### src/common/xpu_defines.svh
// widths, header byte offsets, register map, filter bits and clock rate
`ifndef XPU_DEFINES_SVH
`define XPU_DEFINES_SVH

`define XPU_MAC_ADDR_W      48
`define XPU_TSF_W           64
`define XPU_REG_DATA_W      32
`define XPU_REG_ADDR_W      3
`define XPU_CLK_PER_US      100
`define XPU_FILTER_CFG_W    5
`define XPU_PKT_LEN_W       16

// last byte index of each header field within the mpdu
`define XPU_FC_LAST_BYTE    3
`define XPU_ADDR1_LAST_BYTE 9
`define XPU_ADDR2_LAST_BYTE 15
`define XPU_ADDR3_LAST_BYTE 21

// register word addresses
`define XPU_REG_MAC_LO      3'd0
`define XPU_REG_MAC_HI      3'd1
`define XPU_REG_BSSID_LO    3'd2
`define XPU_REG_BSSID_HI    3'd3
`define XPU_REG_FILTER      3'd4
`define XPU_REG_MAX_LEN     3'd5
`define XPU_REG_TSF_LO      3'd6
`define XPU_REG_TSF_HI      3'd7

// filter configuration bit positions
`define XPU_FLT_PASS_ALL        0
`define XPU_FLT_DROP_NOT_ME     1
`define XPU_FLT_DROP_OTHER_BSS  2
`define XPU_FLT_DROP_LONG       3
`define XPU_FLT_DROP_HT         4

`endif

### src/common/xpu_pkg.sv
// frame-control/duration field struct and its raw-word union
package xpu_pkg;

    // first header word, bit 0 is the first bit of byte 0
    typedef struct packed {
        logic [15:0] duration;
        logic        order;
        logic        protected_frame;
        logic        more_data;
        logic        power_manage;
        logic        retry;
        logic        more_frag;
        logic        from_ds;
        logic        to_ds;
        logic [3:0]  subtype;
        logic [1:0]  frame_type;
        logic [1:0]  version;
    } fc_fields_t;

    // parser fills the raw word byte by byte, filter decodes fields
    typedef union packed {
        logic [31:0] raw;
        fc_fields_t  fields;
    } fc_di_u;

endpackage

### src/verilog/xpu_regs.sv
// configuration registers written by a single-cycle strobe, tsf load strobe
`include "xpu_defines.svh"

module xpu_regs (
    input  logic                           clk_i,
    input  logic                           rst_n_i,
    input  logic                           reg_wr_i,
    input  logic [`XPU_REG_ADDR_W-1:0]     reg_addr_i,
    input  logic [`XPU_REG_DATA_W-1:0]     reg_wdata_i,
    output logic [`XPU_MAC_ADDR_W-1:0]     mac_addr_o,
    output logic [`XPU_MAC_ADDR_W-1:0]     bssid_o,
    output logic [`XPU_FILTER_CFG_W-1:0]   filter_cfg_o,
    output logic [`XPU_PKT_LEN_W-1:0]      max_len_o,
    output logic                           tsf_load_o,
    output logic [`XPU_TSF_W-1:0]          tsf_load_val_o
);

    localparam int ADDR_HI_W = `XPU_MAC_ADDR_W - `XPU_REG_DATA_W;
    localparam int TSF_HI_W  = `XPU_TSF_W - `XPU_REG_DATA_W;

    logic [`XPU_REG_DATA_W-1:0]   mac_lo_q;
    logic [ADDR_HI_W-1:0]         mac_hi_q;
    logic [`XPU_REG_DATA_W-1:0]   bssid_lo_q;
    logic [ADDR_HI_W-1:0]         bssid_hi_q;
    logic [`XPU_FILTER_CFG_W-1:0] filter_cfg_q;
    logic [`XPU_PKT_LEN_W-1:0]    max_len_q;
    logic [`XPU_REG_DATA_W-1:0]   tsf_lo_q;
    logic [TSF_HI_W-1:0]          tsf_hi_q;
    logic                         tsf_load_q;

    always_ff @(posedge clk_i or negedge rst_n_i) begin
        if (!rst_n_i) begin
            mac_lo_q     <= '0;
            mac_hi_q     <= '0;
            bssid_lo_q   <= '0;
            bssid_hi_q   <= '0;
            filter_cfg_q <= '0;
            max_len_q    <= '0;
            tsf_lo_q     <= '0;
            tsf_hi_q     <= '0;
            tsf_load_q   <= 1'b0;
        end else begin
            // high word write commits the whole 64-bit load value
            tsf_load_q <= reg_wr_i && (reg_addr_i == `XPU_REG_TSF_HI);
            if (reg_wr_i) begin
                case (reg_addr_i)
                    `XPU_REG_MAC_LO:   mac_lo_q     <= reg_wdata_i;
                    `XPU_REG_MAC_HI:   mac_hi_q     <= reg_wdata_i[ADDR_HI_W-1:0];
                    `XPU_REG_BSSID_LO: bssid_lo_q   <= reg_wdata_i;
                    `XPU_REG_BSSID_HI: bssid_hi_q   <= reg_wdata_i[ADDR_HI_W-1:0];
                    `XPU_REG_FILTER:   filter_cfg_q <= reg_wdata_i[`XPU_FILTER_CFG_W-1:0];
                    `XPU_REG_MAX_LEN:  max_len_q    <= reg_wdata_i[`XPU_PKT_LEN_W-1:0];
                    `XPU_REG_TSF_LO:   tsf_lo_q     <= reg_wdata_i;
                    `XPU_REG_TSF_HI:   tsf_hi_q     <= reg_wdata_i[TSF_HI_W-1:0];
                endcase
            end
        end
    end

    assign mac_addr_o     = {mac_hi_q, mac_lo_q};
    assign bssid_o        = {bssid_hi_q, bssid_lo_q};
    assign filter_cfg_o   = filter_cfg_q;
    assign max_len_o      = max_len_q;
    assign tsf_load_o     = tsf_load_q;
    assign tsf_load_val_o = {tsf_hi_q, tsf_lo_q};

    // host side must drive a defined address with every write strobe
    a_wr_addr_known: assert property (@(posedge clk_i) disable iff (!rst_n_i)
        reg_wr_i |-> !$isunknown(reg_addr_i));

endmodule

### src/verilog/tsf_timer.sv
// 64-bit tsf microsecond counter with 1 MHz pulse and register load
`include "xpu_defines.svh"

module tsf_timer (
    input  logic                  clk_i,
    input  logic                  rst_n_i,
    input  logic                  tsf_load_i,
    input  logic [`XPU_TSF_W-1:0] tsf_load_val_i,
    output logic [`XPU_TSF_W-1:0] tsf_runtime_val_o,
    output logic                  tsf_pulse_1m_o
);

    localparam int PRESC_W = $clog2(`XPU_CLK_PER_US);
    localparam logic [PRESC_W-1:0] PRESC_LAST = PRESC_W'(`XPU_CLK_PER_US - 1);

    logic [PRESC_W-1:0]    presc_q;
    logic [`XPU_TSF_W-1:0] tsf_q;
    logic                  pulse_q;

    always_ff @(posedge clk_i or negedge rst_n_i) begin
        if (!rst_n_i) begin
            presc_q <= '0;
            tsf_q   <= '0;
            pulse_q <= 1'b0;
        end else if (tsf_load_i) begin
            // load restarts the microsecond from zero
            presc_q <= '0;
            tsf_q   <= tsf_load_val_i;
            pulse_q <= 1'b0;
        end else if (presc_q == PRESC_LAST) begin
            presc_q <= '0;
            tsf_q   <= tsf_q + 1'b1;
            pulse_q <= 1'b1;
        end else begin
            presc_q <= presc_q + 1'b1;
            pulse_q <= 1'b0;
        end
    end

    // pulse and counter step land in the same cycle
    assign tsf_runtime_val_o = tsf_q;
    assign tsf_pulse_1m_o    = pulse_q;

    a_pulse_single: assert property (@(posedge clk_i) disable iff (!rst_n_i)
        tsf_pulse_1m_o |=> !tsf_pulse_1m_o);

endmodule

### src/rx_parse/rx_hdr_parse.sv
// 802.11 mac header byte parser for frame control/duration and addr1-3
`include "xpu_defines.svh"

module rx_hdr_parse (
    input  logic                        clk_i,
    input  logic                        rst_n_i,
    input  logic                        sig_valid_i,
    input  logic                        byte_in_strobe_i,
    input  logic [7:0]                  byte_in_i,
    input  logic [`XPU_PKT_LEN_W-1:0]   byte_count_i,
    output xpu_pkg::fc_di_u             fc_di_o,
    output logic                        fc_di_valid_o,
    output logic [`XPU_MAC_ADDR_W-1:0]  addr1_o,
    output logic                        addr1_valid_o,
    output logic [`XPU_MAC_ADDR_W-1:0]  addr2_o,
    output logic                        addr2_valid_o,
    output logic [`XPU_MAC_ADDR_W-1:0]  addr3_o,
    output logic                        addr3_valid_o
);

    localparam logic [`XPU_PKT_LEN_W-1:0] FC_LAST     = `XPU_FC_LAST_BYTE;
    localparam logic [`XPU_PKT_LEN_W-1:0] ADDR1_FIRST = `XPU_FC_LAST_BYTE + 1;
    localparam logic [`XPU_PKT_LEN_W-1:0] ADDR1_LAST  = `XPU_ADDR1_LAST_BYTE;
    localparam logic [`XPU_PKT_LEN_W-1:0] ADDR2_FIRST = `XPU_ADDR1_LAST_BYTE + 1;
    localparam logic [`XPU_PKT_LEN_W-1:0] ADDR2_LAST  = `XPU_ADDR2_LAST_BYTE;
    localparam logic [`XPU_PKT_LEN_W-1:0] ADDR3_FIRST = `XPU_ADDR2_LAST_BYTE + 1;
    localparam logic [`XPU_PKT_LEN_W-1:0] ADDR3_LAST  = `XPU_ADDR3_LAST_BYTE;

    logic                      in_fc;
    logic                      in_addr1;
    logic                      in_addr2;
    logic                      in_addr3;
    logic [`XPU_PKT_LEN_W-1:0] addr1_ofs;
    logic [`XPU_PKT_LEN_W-1:0] addr2_ofs;
    logic [`XPU_PKT_LEN_W-1:0] addr3_ofs;

    // which field owns the current byte
    assign in_fc    = byte_in_strobe_i && (byte_count_i <= FC_LAST);
    assign in_addr1 = byte_in_strobe_i && (byte_count_i >= ADDR1_FIRST)
                      && (byte_count_i <= ADDR1_LAST);
    assign in_addr2 = byte_in_strobe_i && (byte_count_i >= ADDR2_FIRST)
                      && (byte_count_i <= ADDR2_LAST);
    assign in_addr3 = byte_in_strobe_i && (byte_count_i >= ADDR3_FIRST)
                      && (byte_count_i <= ADDR3_LAST);

    // byte position inside its field
    assign addr1_ofs = byte_count_i - ADDR1_FIRST;
    assign addr2_ofs = byte_count_i - ADDR2_FIRST;
    assign addr3_ofs = byte_count_i - ADDR3_FIRST;

    // first received byte lands in the least significant byte
    always_ff @(posedge clk_i) begin
        if (sig_valid_i) begin
            fc_di_o.raw <= '0;
            addr1_o     <= '0;
            addr2_o     <= '0;
            addr3_o     <= '0;
        end else begin
            if (in_fc)
                fc_di_o.raw[{byte_count_i[1:0], 3'b000} +: 8] <= byte_in_i;
            if (in_addr1)
                addr1_o[{addr1_ofs[2:0], 3'b000} +: 8] <= byte_in_i;
            if (in_addr2)
                addr2_o[{addr2_ofs[2:0], 3'b000} +: 8] <= byte_in_i;
            if (in_addr3)
                addr3_o[{addr3_ofs[2:0], 3'b000} +: 8] <= byte_in_i;
        end
    end

    always_ff @(posedge clk_i or negedge rst_n_i) begin
        if (!rst_n_i) begin
            fc_di_valid_o <= 1'b0;
            addr1_valid_o <= 1'b0;
            addr2_valid_o <= 1'b0;
            addr3_valid_o <= 1'b0;
        end else if (sig_valid_i) begin
            fc_di_valid_o <= 1'b0;
            addr1_valid_o <= 1'b0;
            addr2_valid_o <= 1'b0;
            addr3_valid_o <= 1'b0;
        end else begin
            fc_di_valid_o <= byte_in_strobe_i && (byte_count_i == FC_LAST);
            addr1_valid_o <= byte_in_strobe_i && (byte_count_i == ADDR1_LAST);
            addr2_valid_o <= byte_in_strobe_i && (byte_count_i == ADDR2_LAST);
            addr3_valid_o <= byte_in_strobe_i && (byte_count_i == ADDR3_LAST);
        end
    end

    // a new frame never starts on a byte cycle, that byte would be lost
    a_sig_not_on_byte: assert property (@(posedge clk_i) disable iff (!rst_n_i)
        sig_valid_i |-> !byte_in_strobe_i);

endmodule

### src/rx_parse/pkt_filter.sv
// receive filter decision for dma blocking and the for-me flag
`include "xpu_defines.svh"

module pkt_filter (
    input  logic                          clk_i,
    input  logic                          rst_n_i,
    input  logic                          sig_valid_i,
    input  logic [`XPU_PKT_LEN_W-1:0]     pkt_len_i,
    input  logic                          ht_unsupport_i,
    input  xpu_pkg::fc_di_u               fc_di_i,
    input  logic [`XPU_MAC_ADDR_W-1:0]    addr1_i,
    input  logic [`XPU_MAC_ADDR_W-1:0]    addr2_i,
    input  logic [`XPU_MAC_ADDR_W-1:0]    addr3_i,
    input  logic                          addr3_valid_i,
    input  logic [`XPU_MAC_ADDR_W-1:0]    mac_addr_i,
    input  logic [`XPU_MAC_ADDR_W-1:0]    bssid_i,
    input  logic [`XPU_FILTER_CFG_W-1:0]  filter_cfg_i,
    input  logic [`XPU_PKT_LEN_W-1:0]     max_len_i,
    output logic                          block_rx_dma_to_ps_o,
    output logic                          block_rx_dma_to_ps_valid_o,
    output logic                          pkt_for_me_o
);

    localparam logic [1:0] FC_TYPE_DATA = 2'd2;

    xpu_pkg::fc_fields_t          fc;
    logic [`XPU_PKT_LEN_W-1:0]    pkt_len_q;
    logic                         ht_unsupport_q;
    logic [`XPU_MAC_ADDR_W-1:0]   bss_addr;
    logic                         not_for_me;
    logic                         other_bss;
    logic                         too_long;
    logic                         block_next;

    assign fc = fc_di_i.fields;

    // address that carries the bssid for each to/from-ds pair
    always_comb begin
        case ({fc.to_ds, fc.from_ds})
            2'b00:   bss_addr = addr3_i;
            2'b10:   bss_addr = addr1_i;
            2'b01:   bss_addr = addr2_i;
            // wds frames have no bssid to compare against
            default: bss_addr = bssid_i;
        endcase
    end

    assign not_for_me = (addr1_i != mac_addr_i) && (addr1_i != '1);
    assign other_bss  = (fc.frame_type == FC_TYPE_DATA) && (bss_addr != bssid_i);
    assign too_long   = pkt_len_q > max_len_i;

    assign block_next = !filter_cfg_i[`XPU_FLT_PASS_ALL]
        && ((filter_cfg_i[`XPU_FLT_DROP_NOT_ME]    && not_for_me)
         || (filter_cfg_i[`XPU_FLT_DROP_OTHER_BSS] && other_bss)
         || (filter_cfg_i[`XPU_FLT_DROP_LONG]      && too_long)
         || (filter_cfg_i[`XPU_FLT_DROP_HT]        && ht_unsupport_q));

    always_ff @(posedge clk_i or negedge rst_n_i) begin
        if (!rst_n_i) begin
            pkt_len_q                  <= '0;
            ht_unsupport_q             <= 1'b0;
            block_rx_dma_to_ps_o       <= 1'b0;
            block_rx_dma_to_ps_valid_o <= 1'b0;
        end else begin
            // signal field info is held for the whole frame
            if (sig_valid_i) begin
                pkt_len_q      <= pkt_len_i;
                ht_unsupport_q <= ht_unsupport_i;
            end
            // decide once addr3 completes, hold until next frame decision
            block_rx_dma_to_ps_valid_o <= addr3_valid_i;
            if (addr3_valid_i)
                block_rx_dma_to_ps_o <= block_next;
        end
    end

    assign pkt_for_me_o = (addr1_i == mac_addr_i);

    a_decision_single: assert property (@(posedge clk_i) disable iff (!rst_n_i)
        block_rx_dma_to_ps_valid_o |=> !block_rx_dma_to_ps_valid_o);

endmodule

### src/verilog/xpu_top.sv
// receive-side lower mac top with registers, tsf, header parser and filter
`include "xpu_defines.svh"

module xpu_top (
    input  logic                          clk_i,
    input  logic                          rst_n_i,
    input  logic                          reg_wr_i,
    input  logic [`XPU_REG_ADDR_W-1:0]    reg_addr_i,
    input  logic [`XPU_REG_DATA_W-1:0]    reg_wdata_i,
    input  logic                          pkt_header_valid_i,
    input  logic                          pkt_header_valid_strobe_i,
    input  logic [`XPU_PKT_LEN_W-1:0]     pkt_len_i,
    input  logic                          ht_unsupport_i,
    input  logic                          byte_in_strobe_i,
    input  logic [7:0]                    byte_in_i,
    input  logic [`XPU_PKT_LEN_W-1:0]     byte_count_i,
    output xpu_pkg::fc_di_u               fc_di_o,
    output logic                          fc_di_valid_o,
    output logic [`XPU_MAC_ADDR_W-1:0]    addr1_o,
    output logic                          addr1_valid_o,
    output logic [`XPU_MAC_ADDR_W-1:0]    addr2_o,
    output logic                          addr2_valid_o,
    output logic [`XPU_MAC_ADDR_W-1:0]    addr3_o,
    output logic                          addr3_valid_o,
    output logic                          pkt_for_me_o,
    output logic                          block_rx_dma_to_ps_o,
    output logic                          block_rx_dma_to_ps_valid_o,
    output logic [`XPU_TSF_W-1:0]         tsf_runtime_val_o,
    output logic                          tsf_pulse_1m_o
);

    logic [`XPU_MAC_ADDR_W-1:0]   mac_addr;
    logic [`XPU_MAC_ADDR_W-1:0]   bssid;
    logic [`XPU_FILTER_CFG_W-1:0] filter_cfg;
    logic [`XPU_PKT_LEN_W-1:0]    max_len;
    logic                         tsf_load;
    logic [`XPU_TSF_W-1:0]        tsf_load_val;
    logic                         sig_valid;

    // good signal field starts a new frame
    assign sig_valid = pkt_header_valid_strobe_i & pkt_header_valid_i;

    xpu_regs xpu_regs_i (
        .clk_i          (clk_i),
        .rst_n_i        (rst_n_i),
        .reg_wr_i       (reg_wr_i),
        .reg_addr_i     (reg_addr_i),
        .reg_wdata_i    (reg_wdata_i),
        .mac_addr_o     (mac_addr),
        .bssid_o        (bssid),
        .filter_cfg_o   (filter_cfg),
        .max_len_o      (max_len),
        .tsf_load_o     (tsf_load),
        .tsf_load_val_o (tsf_load_val)
    );

    tsf_timer tsf_timer_i (
        .clk_i             (clk_i),
        .rst_n_i           (rst_n_i),
        .tsf_load_i        (tsf_load),
        .tsf_load_val_i    (tsf_load_val),
        .tsf_runtime_val_o (tsf_runtime_val_o),
        .tsf_pulse_1m_o    (tsf_pulse_1m_o)
    );

    rx_hdr_parse rx_hdr_parse_i (
        .clk_i            (clk_i),
        .rst_n_i          (rst_n_i),
        .sig_valid_i      (sig_valid),
        .byte_in_strobe_i (byte_in_strobe_i),
        .byte_in_i        (byte_in_i),
        .byte_count_i     (byte_count_i),
        .fc_di_o          (fc_di_o),
        .fc_di_valid_o    (fc_di_valid_o),
        .addr1_o          (addr1_o),
        .addr1_valid_o    (addr1_valid_o),
        .addr2_o          (addr2_o),
        .addr2_valid_o    (addr2_valid_o),
        .addr3_o          (addr3_o),
        .addr3_valid_o    (addr3_valid_o)
    );

    pkt_filter pkt_filter_i (
        .clk_i                      (clk_i),
        .rst_n_i                    (rst_n_i),
        .sig_valid_i                (sig_valid),
        .pkt_len_i                  (pkt_len_i),
        .ht_unsupport_i             (ht_unsupport_i),
        .fc_di_i                    (fc_di_o),
        .addr1_i                    (addr1_o),
        .addr2_i                    (addr2_o),
        .addr3_i                    (addr3_o),
        .addr3_valid_i              (addr3_valid_o),
        .mac_addr_i                 (mac_addr),
        .bssid_i                    (bssid),
        .filter_cfg_i               (filter_cfg),
        .max_len_i                  (max_len),
        .block_rx_dma_to_ps_o       (block_rx_dma_to_ps_o),
        .block_rx_dma_to_ps_valid_o (block_rx_dma_to_ps_valid_o),
        .pkt_for_me_o               (pkt_for_me_o)
    );

endmodule

### config.mk
export PLATFORM = sky130hd
export DESIGN_NAME = xpu_top
export DESIGN_NICKNAME = d
export VERILOG_FILES = /design/src/common/xpu_pkg.sv /design/src/verilog/xpu_regs.sv /design/src/verilog/tsf_timer.sv /design/src/rx_parse/rx_hdr_parse.sv /design/src/rx_parse/pkt_filter.sv /design/src/verilog/xpu_top.sv
export VERILOG_INCLUDE_DIRS = /design/src /design/src/common
export SDC_FILE = /design/constraint.sdc
export NUM_CORES = 1
export LEC_CHECK = 0
export BUFFER_PORTS_ARGS = -buffer_cell sky130_fd_sc_hd__clkbuf_2
export CAP_MARGIN = 20
export CORE_MARGIN = 10
export CORE_UTILIZATION = 35
export DETAILED_ROUTE_END_ITERATION = 8
export PLACE_DENSITY_LB_ADDON = 0.1
export SLEW_MARGIN = 20
export SYNTH_ARGS = -nofsm -noshare
export SYNTH_HDL_FRONTEND = slang
export SYNTH_SLANG_ARGS = --single-unit
### constraint.sdc
create_clock -name clk_i -period 3.8 [get_ports clk_i]
set_clock_uncertainty 0.1 [all_clocks]
set_input_delay 0.95 -clock clk_i [delete_from_list [all_inputs] [get_ports clk_i]]
set_output_delay 0.95 -clock clk_i [all_outputs]
set_load 0.01 [all_outputs]
==> results.cfg, run 1 <==
[logic_synthesis]
ys_seq_elements = 453
syn_inst = 2173
syn-cell-area_sq_um = 21200
post_synth_mux_area_share_pct = 13.3
synthesis.nets = 2285
synth-edff-count = 0
synth-warning-count = 0
synth-adder-area-share_pct = 1.77
synthesized_area_fraction_occupied_by_ao_oa_aoi_and_oai_cells_pct = 6.45
synthesis.area_per_instance_sq_um = 9.74
synth_top_cell_by_area = dfrtp_1
seq_area_frac_synth_pct = 49.4
synth_top_area_share_pct = 32.7
synth_top_family_by_area = simple AND/OR/NAND/NOR gates
post_synth_num_cell_types = 53
synth.area.top_cells = dfrtp_1 33%, dfxtp_1 17%, mux2_2 8.0%, nand2_1 6.8%, mux2i_1 5.3%
synth-async-reset-ratio_pct = 61.1
synth_simple_gate_area_share_pct = 19.4
dominantRegCellSynth = dfrtp_1
yosys.area_share.xor_xnor_pct = 6.78

[floorplanning]
die-area_sq_um = 70700
coreArea_sq_um = 60100
initial_core_utilization_pct = 35.2
chip_height_um = 266
horizontal_extent_of_the_die_um = 266
row_count = 90
ios = 330

[critical_path]
critical_path.n_buffers_inverters = 1
setup.worst_path.class = reg -> out
worst_r2r_startpoint = rx_hdr_parse_i.fc_di_o[9]
rr_endpoint = pkt_filter_i.block_rx_dma_to_ps_o
cpMaxStageDelayCell = nor4_1
critical_path.max_stage_delay_ns = 0.56
timing.reg2reg.worst_path_depth = 10
worst_ep_required_time_ns = 2.75
crit_path_cell_trace = xor2_1 -> nor4_1 -> nand4_1 -> nor3_1 -> clkbuf_2
critical_path.max_fanout = 2
ff2ff_setup_slack_ns = 0.73
critPathTopFamily = simple AND/OR/NAND/NOR gates
timing.critical_path.arrival_ns = 2.62
startpoint_type = flip-flop
timing.critical_path.to_type = primary output

[global_route]
gr-usage-all-layers_pct = 22.8
grt_overflow_total = 0
grt_antenna_before_repair = 3
grt_start_max_net_pins = 89
vias_in_the_first_global_route = 17900
grt_pass1_wl_um = 121000

[placement]
io_buffer_count = 329
place_congestion = 0.924
post-dp-hpwl_um = 61600

[power]
leakagePower_uw = 0.0118
power.density_cell_area_nw_per_um2 = 502
worst_ir_drop_vdd_mv = 0.341

[cts]
ctsHoldBuffers = 0
cts_htree_levels = 2
tritoncts.num_buffers = 53
cts.path.max_buffers = 3
cts_setup_buffers = 0
clock-sinks = 453
clkLatencyLatePin_ns = 0.61
worst_setup_hold_path_clk_slew_ns = 0.06
cts_resized = 0
clock-root-buffer = clkbuf_16
cts_tree = built

[drt]
drt-pass1-iter-count = 5
number_of_drc_markers_after_the_initial_detailed_route_iteration = 1318
remaining_drc_errors = 0
num_vias = 17500
post_drt_via_cell_ratio = 5.22
wirelength_um = 82400
ant_nets = 0
average_routed_wire_per_standard_cell_um = 24.6

[cells_and_area]
mostFrequentLayoutCell = nand2_1
post_route_cells_drive_above_1_share_pct = 26.4
layout_overhead_on_the_synthesized_area_pct = 22.2
most-common-layout-cells = 382 x nand2_1, 328 x clkbuf_2, 276 x dfrtp_1
num-nets-final = 2637
final_core_util_pct = 43.0

[sta]
worst_slew_margin_relative_to_its_limit_pct = 45.6
final_period_minus_worst_setup_slack_ns = 3.67
totalNegativeSetupSlack_ns = 0
timing.fmax_ghz = 0.273
tightest_slew_ns = 0.814
timing_hold_violations_final = 0
setup-violations-final = 0
min_period_over_period_pct = 96.5
grt_setup_unrepaired = false
report.final.slew_viol_count = 0

[outcome]
outcome = completed

[worst_hold_path]
timing.hold.worst.class = in -> async

[job]
maxCapViolations = 0
## worst max-delay path by stage
stage / from / endpoint / slack, ns / cells after the start
6_report: xpu_regs_i.mac_hi_q[11] / pkt_for_me_o / 0.13 / 5
2_1_floorplan: byte_count_i[0] / rx_hdr_parse_i.addr1_o[31] / 0.58 / 10
3_5_place_dp: byte_count_i[6] / rx_hdr_parse_i.addr2_o[39] / 0.24 / 8
5_1_grt: rx_hdr_parse_i.addr1_o[6] / pkt_for_me_o / 0.06 / 5
4_1_cts: xpu_regs_i.mac_hi_q[11] / pkt_for_me_o / 0.007 / 5
3_3_place_gp: byte_count_i[6] / rx_hdr_parse_i.addr1_o[39] / 0.30 / 7
## cells by family (layout without fill, tap and decap cells)
logic type	after synthesis	in the layout
AOI/OAI and AO/OA	249	249
xor gates and xnor gates	164	164
adders and majority gates	30	30
buffers and inverters	159	554
DFF	453	453
muxes	263	263
other	0	1
and+or+nand+nor	855	855
## layer usage
layer | vias up | wire (um) | global-route usage (%)
met2 | 476 | 40000 | 38.7
met5 | - | 0 | 0
met4 | 0 | 2250 | 6.66
met3 | 113 | 4790 | 4.83
li1 | 8226 | - | -
met1 | 8670 | 35400 | 28.5
## state kept, by name, indices dropped and copies added (netlist names), 5 cells and up
signal,flops
rx_hdr_parse_i.fc_di_o,32
xpu_regs_i.mac_hi_q,16
tsf_timer_i.tsf_runtime_val_o,64
rx_hdr_parse_i.addr2_o,48
rx_hdr_parse_i.addr3_o,48
xpu_regs_i.max_len_o,16
xpu_regs_i.filter_cfg_o,5
tsf_timer_i.presc_q,7
pkt_filter_i.pkt_len_q,16
xpu_regs_i.bssid_hi_q,16
rx_hdr_parse_i.addr1_o,48
xpu_regs_i.bssid_lo_q,32
xpu_regs_i.tsf_lo_q,32
xpu_regs_i.tsf_hi_q,32
xpu_regs_i.mac_lo_q,32
## synthesized netlist by cell type (36+ instances only)
| cell type | n |
|---|---|
| xor2_1 | 121 |
| xnor2_1 | 43 |
| clkbuf_1 | 113 |
| dfxtp_1 | 176 |
| a21oi_1 | 118 |
| mux2i_1 | 113 |
| nand2_1 | 382 |
| nand4_1 | 42 |
| mux2_2 | 150 |
| nor2_1 | 125 |
| nand3b_1 | 36 |
| and3_1 | 36 |
| nand3_1 | 101 |
| nor4_1 | 36 |
| o21ai_0 | 95 |
| dfrtp_1 | 277 |
## report_power, final
group / switching [uW] / internal (uW) / total [uW]
sequential: 549 / 5430 / 5980
combinational: 998 / 845 / 1840
clock: 2130 / 3030 / 5160
total: 3670 / 9310 / 13000
## layout make-up
cell class / instances / area, sq um
clock inverters: 11 / 130
repair buffers: 423 / 2420
inverters: 33 / 124
flip-flops and latches: 453 / 10500
multi-input cells: 1561 / 10100
well taps: 782 / 978
clock buffers: 87 / 1610
diodes: 1 / 2.50
fillers: 6018 / 34300
## per-stage QoR
stage	power, uW	hold slack, ns	cell area [sq um]	instances	setup slack [ns]
after global placement	7880	0.339	24100	3252	0.298
final	13000	0.187	25900	3351	0.132
after detailed placement	7930	0.348	24100	3252	0.244
after floorplan	7060	0.325	21200	2173	0.576
after global routing	13600	0.231	25900	3351	0.0581
after CTS	13100	0.211	25900	3350	0.00737
Note: power is estimated with default switching activity, not from simulation.
==> inputs of run 2 (changes only) <==
--- a/config.mk
+++ b/config.mk
@@ -10,6 +10,7 @@
 export CAP_MARGIN = 20
 export CORE_MARGIN = 10
 export CORE_UTILIZATION = 35
+export CTS_BUF_LIST = sky130_fd_sc_hd__clkbuf_16
 export DETAILED_ROUTE_END_ITERATION = 8
 export PLACE_DENSITY_LB_ADDON = 0.1
 export SLEW_MARGIN = 20
==> run 2 against run 1 <==
Utilization down 0.27 points. Critical path depth unchanged. Sequential power about the same. Cell count unchanged. Critical path type unchanged. Worst hold slack better by 0.0061 ns. Highest routed layer unchanged. Flip-flop and latch count unchanged. Worst setup slack worse by 0.043 ns. Total power down 3.0%. Design area down 0.62%. Sequential share of layout area up 0.25 points. Critical endpoint unchanged. Largest cell class unchanged. Count of clock-buffer cells in the layout down 34. Non-clock buffer count unchanged.
==> results.cfg, run 2 (same netlist as run 1, synthesis figures left out) <==
[power]
leakagePower_uw = 0.0118
worst_ir_drop_vdd_mv = 0.341
power.density_cell_area_nw_per_um2 = 490

[critical_path]
critical_path.max_fanout = 2
timing.critical_path.to_type = primary output
startpoint_type = flip-flop
timing.critical_path.arrival_ns = 2.66
timing.reg2reg.worst_path_depth = 10
worst_ep_required_time_ns = 2.75
setup.worst_path.class = reg -> out

[global_route]
grt_antenna_before_repair = 3
vias_in_the_first_global_route = 17900
grt_overflow_total = 0
grt_pass1_wl_um = 121000
grt_start_max_net_pins = 89
gr-usage-all-layers_pct = 22.8

[sta]
setup-violations-final = 0
timing_hold_violations_final = 0
grt_setup_unrepaired = false
worst_slew_margin_relative_to_its_limit_pct = 45.1
totalNegativeSetupSlack_ns = 0
tightest_slew_ns = 0.822
final_period_minus_worst_setup_slack_ns = 3.71
min_period_over_period_pct = 97.7
hold-worst-slack_ns = 0.193
timing.fmax_ghz = 0.269
report.final.slew_viol_count = 0

[drt]
post_drt_via_cell_ratio = 5.23
num_vias = 17500
ant_nets = 0
drt-pass1-iter-count = 5
wirelength_um = 82500
number_of_drc_markers_after_the_initial_detailed_route_iteration = 1281
remaining_drc_errors = 0
average_routed_wire_per_standard_cell_um = 24.6

[cells_and_area]
layout_overhead_on_the_synthesized_area_pct = 21.4
most-common-layout-cells = 382 x nand2_1, 328 x clkbuf_2, 276 x dfrtp_1
num-nets-final = 2637
post_route_cells_drive_above_1_share_pct = 25.8
largest_register_ffs = 64
mostFrequentLayoutCell = nand2_1

[worst_hold_path]
timing.hold.worst.class = in -> async

[cts]
clkLatencyLatePin_ns = 0.61
cts_setup_buffers = 0
cts_tree = built
clock-sinks = 453
cts_resized = 0
cts.path.max_buffers = 3
tritoncts.num_buffers = 53
ctsHoldBuffers = 0
worst_setup_hold_path_clk_slew_ns = 0.06
clock-root-buffer = clkbuf_16
cts_htree_levels = 2

[floorplanning]
die-area_sq_um = 70700
row_count = 90
coreArea_sq_um = 60100
chip_height_um = 266
initial_core_utilization_pct = 35.2
horizontal_extent_of_the_die_um = 266
ios = 330

[job]
maxCapViolations = 0

[outcome]
outcome = completed

[placement]
post-dp-hpwl_um = 61600
io_buffer_count = 329
place_congestion = 0.924
==> run 2: final cells by class <==
class                   count  area, sq um
diodes                      1         2.50
clock buffers              53         1330
clock inverters            45          258
fillers                  6044        34400
inverters                  33          124
multi-input cells        1561        10100
flip-flops and latches    453        10500
well taps                 782          978
repair buffers            423         2420
==> run 2: worst paths after layout <==
check	start	to	slack (ns)
setup / recovery	xpu_regs_i.mac_hi_q[11]	pkt_for_me_o	0.09
hold / removal	rst_n_i	pkt_filter_i.pkt_len_q[9]	0.19
setup reg to reg	rx_hdr_parse_i.fc_di_o[9]	pkt_filter_i.block_rx_dma_to_ps_o	0.72
hold reg to reg	rx_hdr_parse_i.fc_di_o[17]	rx_hdr_parse_i.fc_di_o[17]	0.35
max in group asynchronous	rst_n_i	rx_hdr_parse_i.fc_di_valid_o	2.47
min in group clk_i	rx_hdr_parse_i.fc_di_o[17]	rx_hdr_parse_i.fc_di_o[17]	0.35
==> run 2: worst max-delay path, cell delays in order (launching register included) <==
cell and delay, ns:
dfrtp_1 0.39, xor2_1 0.17, nor4_1 0.59, nand4_1 0.18
nor3_1 0.43, clkbuf_2 0.29
==> run 2: metal layers <==
| metal | GRT usage [%] | vias to the layer above | wire (um) |
|---|---|---|---|
| li1 | - | 8215 | - |
| met1 | 28.5 | 8674 | 35500 |
| met2 | 38.7 | 523 | 40000 |
| met3 | 4.83 | 107 | 4790 |
| met4 | 6.66 | 0 | 2250 |
| met5 | 0 | - | 0 |
==> run 2: report_power, final <==
part | switching, uW | internal [uW] | total [uW]
registers | 549 | 5430 | 5980
logic | 999 | 845 | 1840
clock network | 2110 | 2660 | 4770
==> run 2: metrics by stage <==
step | setup WS, ns | instance area, sq um | instances | util, % | total power, uW
4_1_cts | 0.00695 | 25700 | 3350 | 42.7 | 12700
3_5_place_dp | 0.244 | 24100 | 3252 | 40.1 | 7930
6_report | 0.0890 | 25700 | 3351 | 42.7 | 12600
3_3_place_gp | 0.298 | 24100 | 3252 | 40.1 | 7880
5_1_grt | 0.0577 | 25700 | 3351 | 42.7 | 13200
2_1_floorplan | 0.576 | 21200 | 2173 | - | 7060
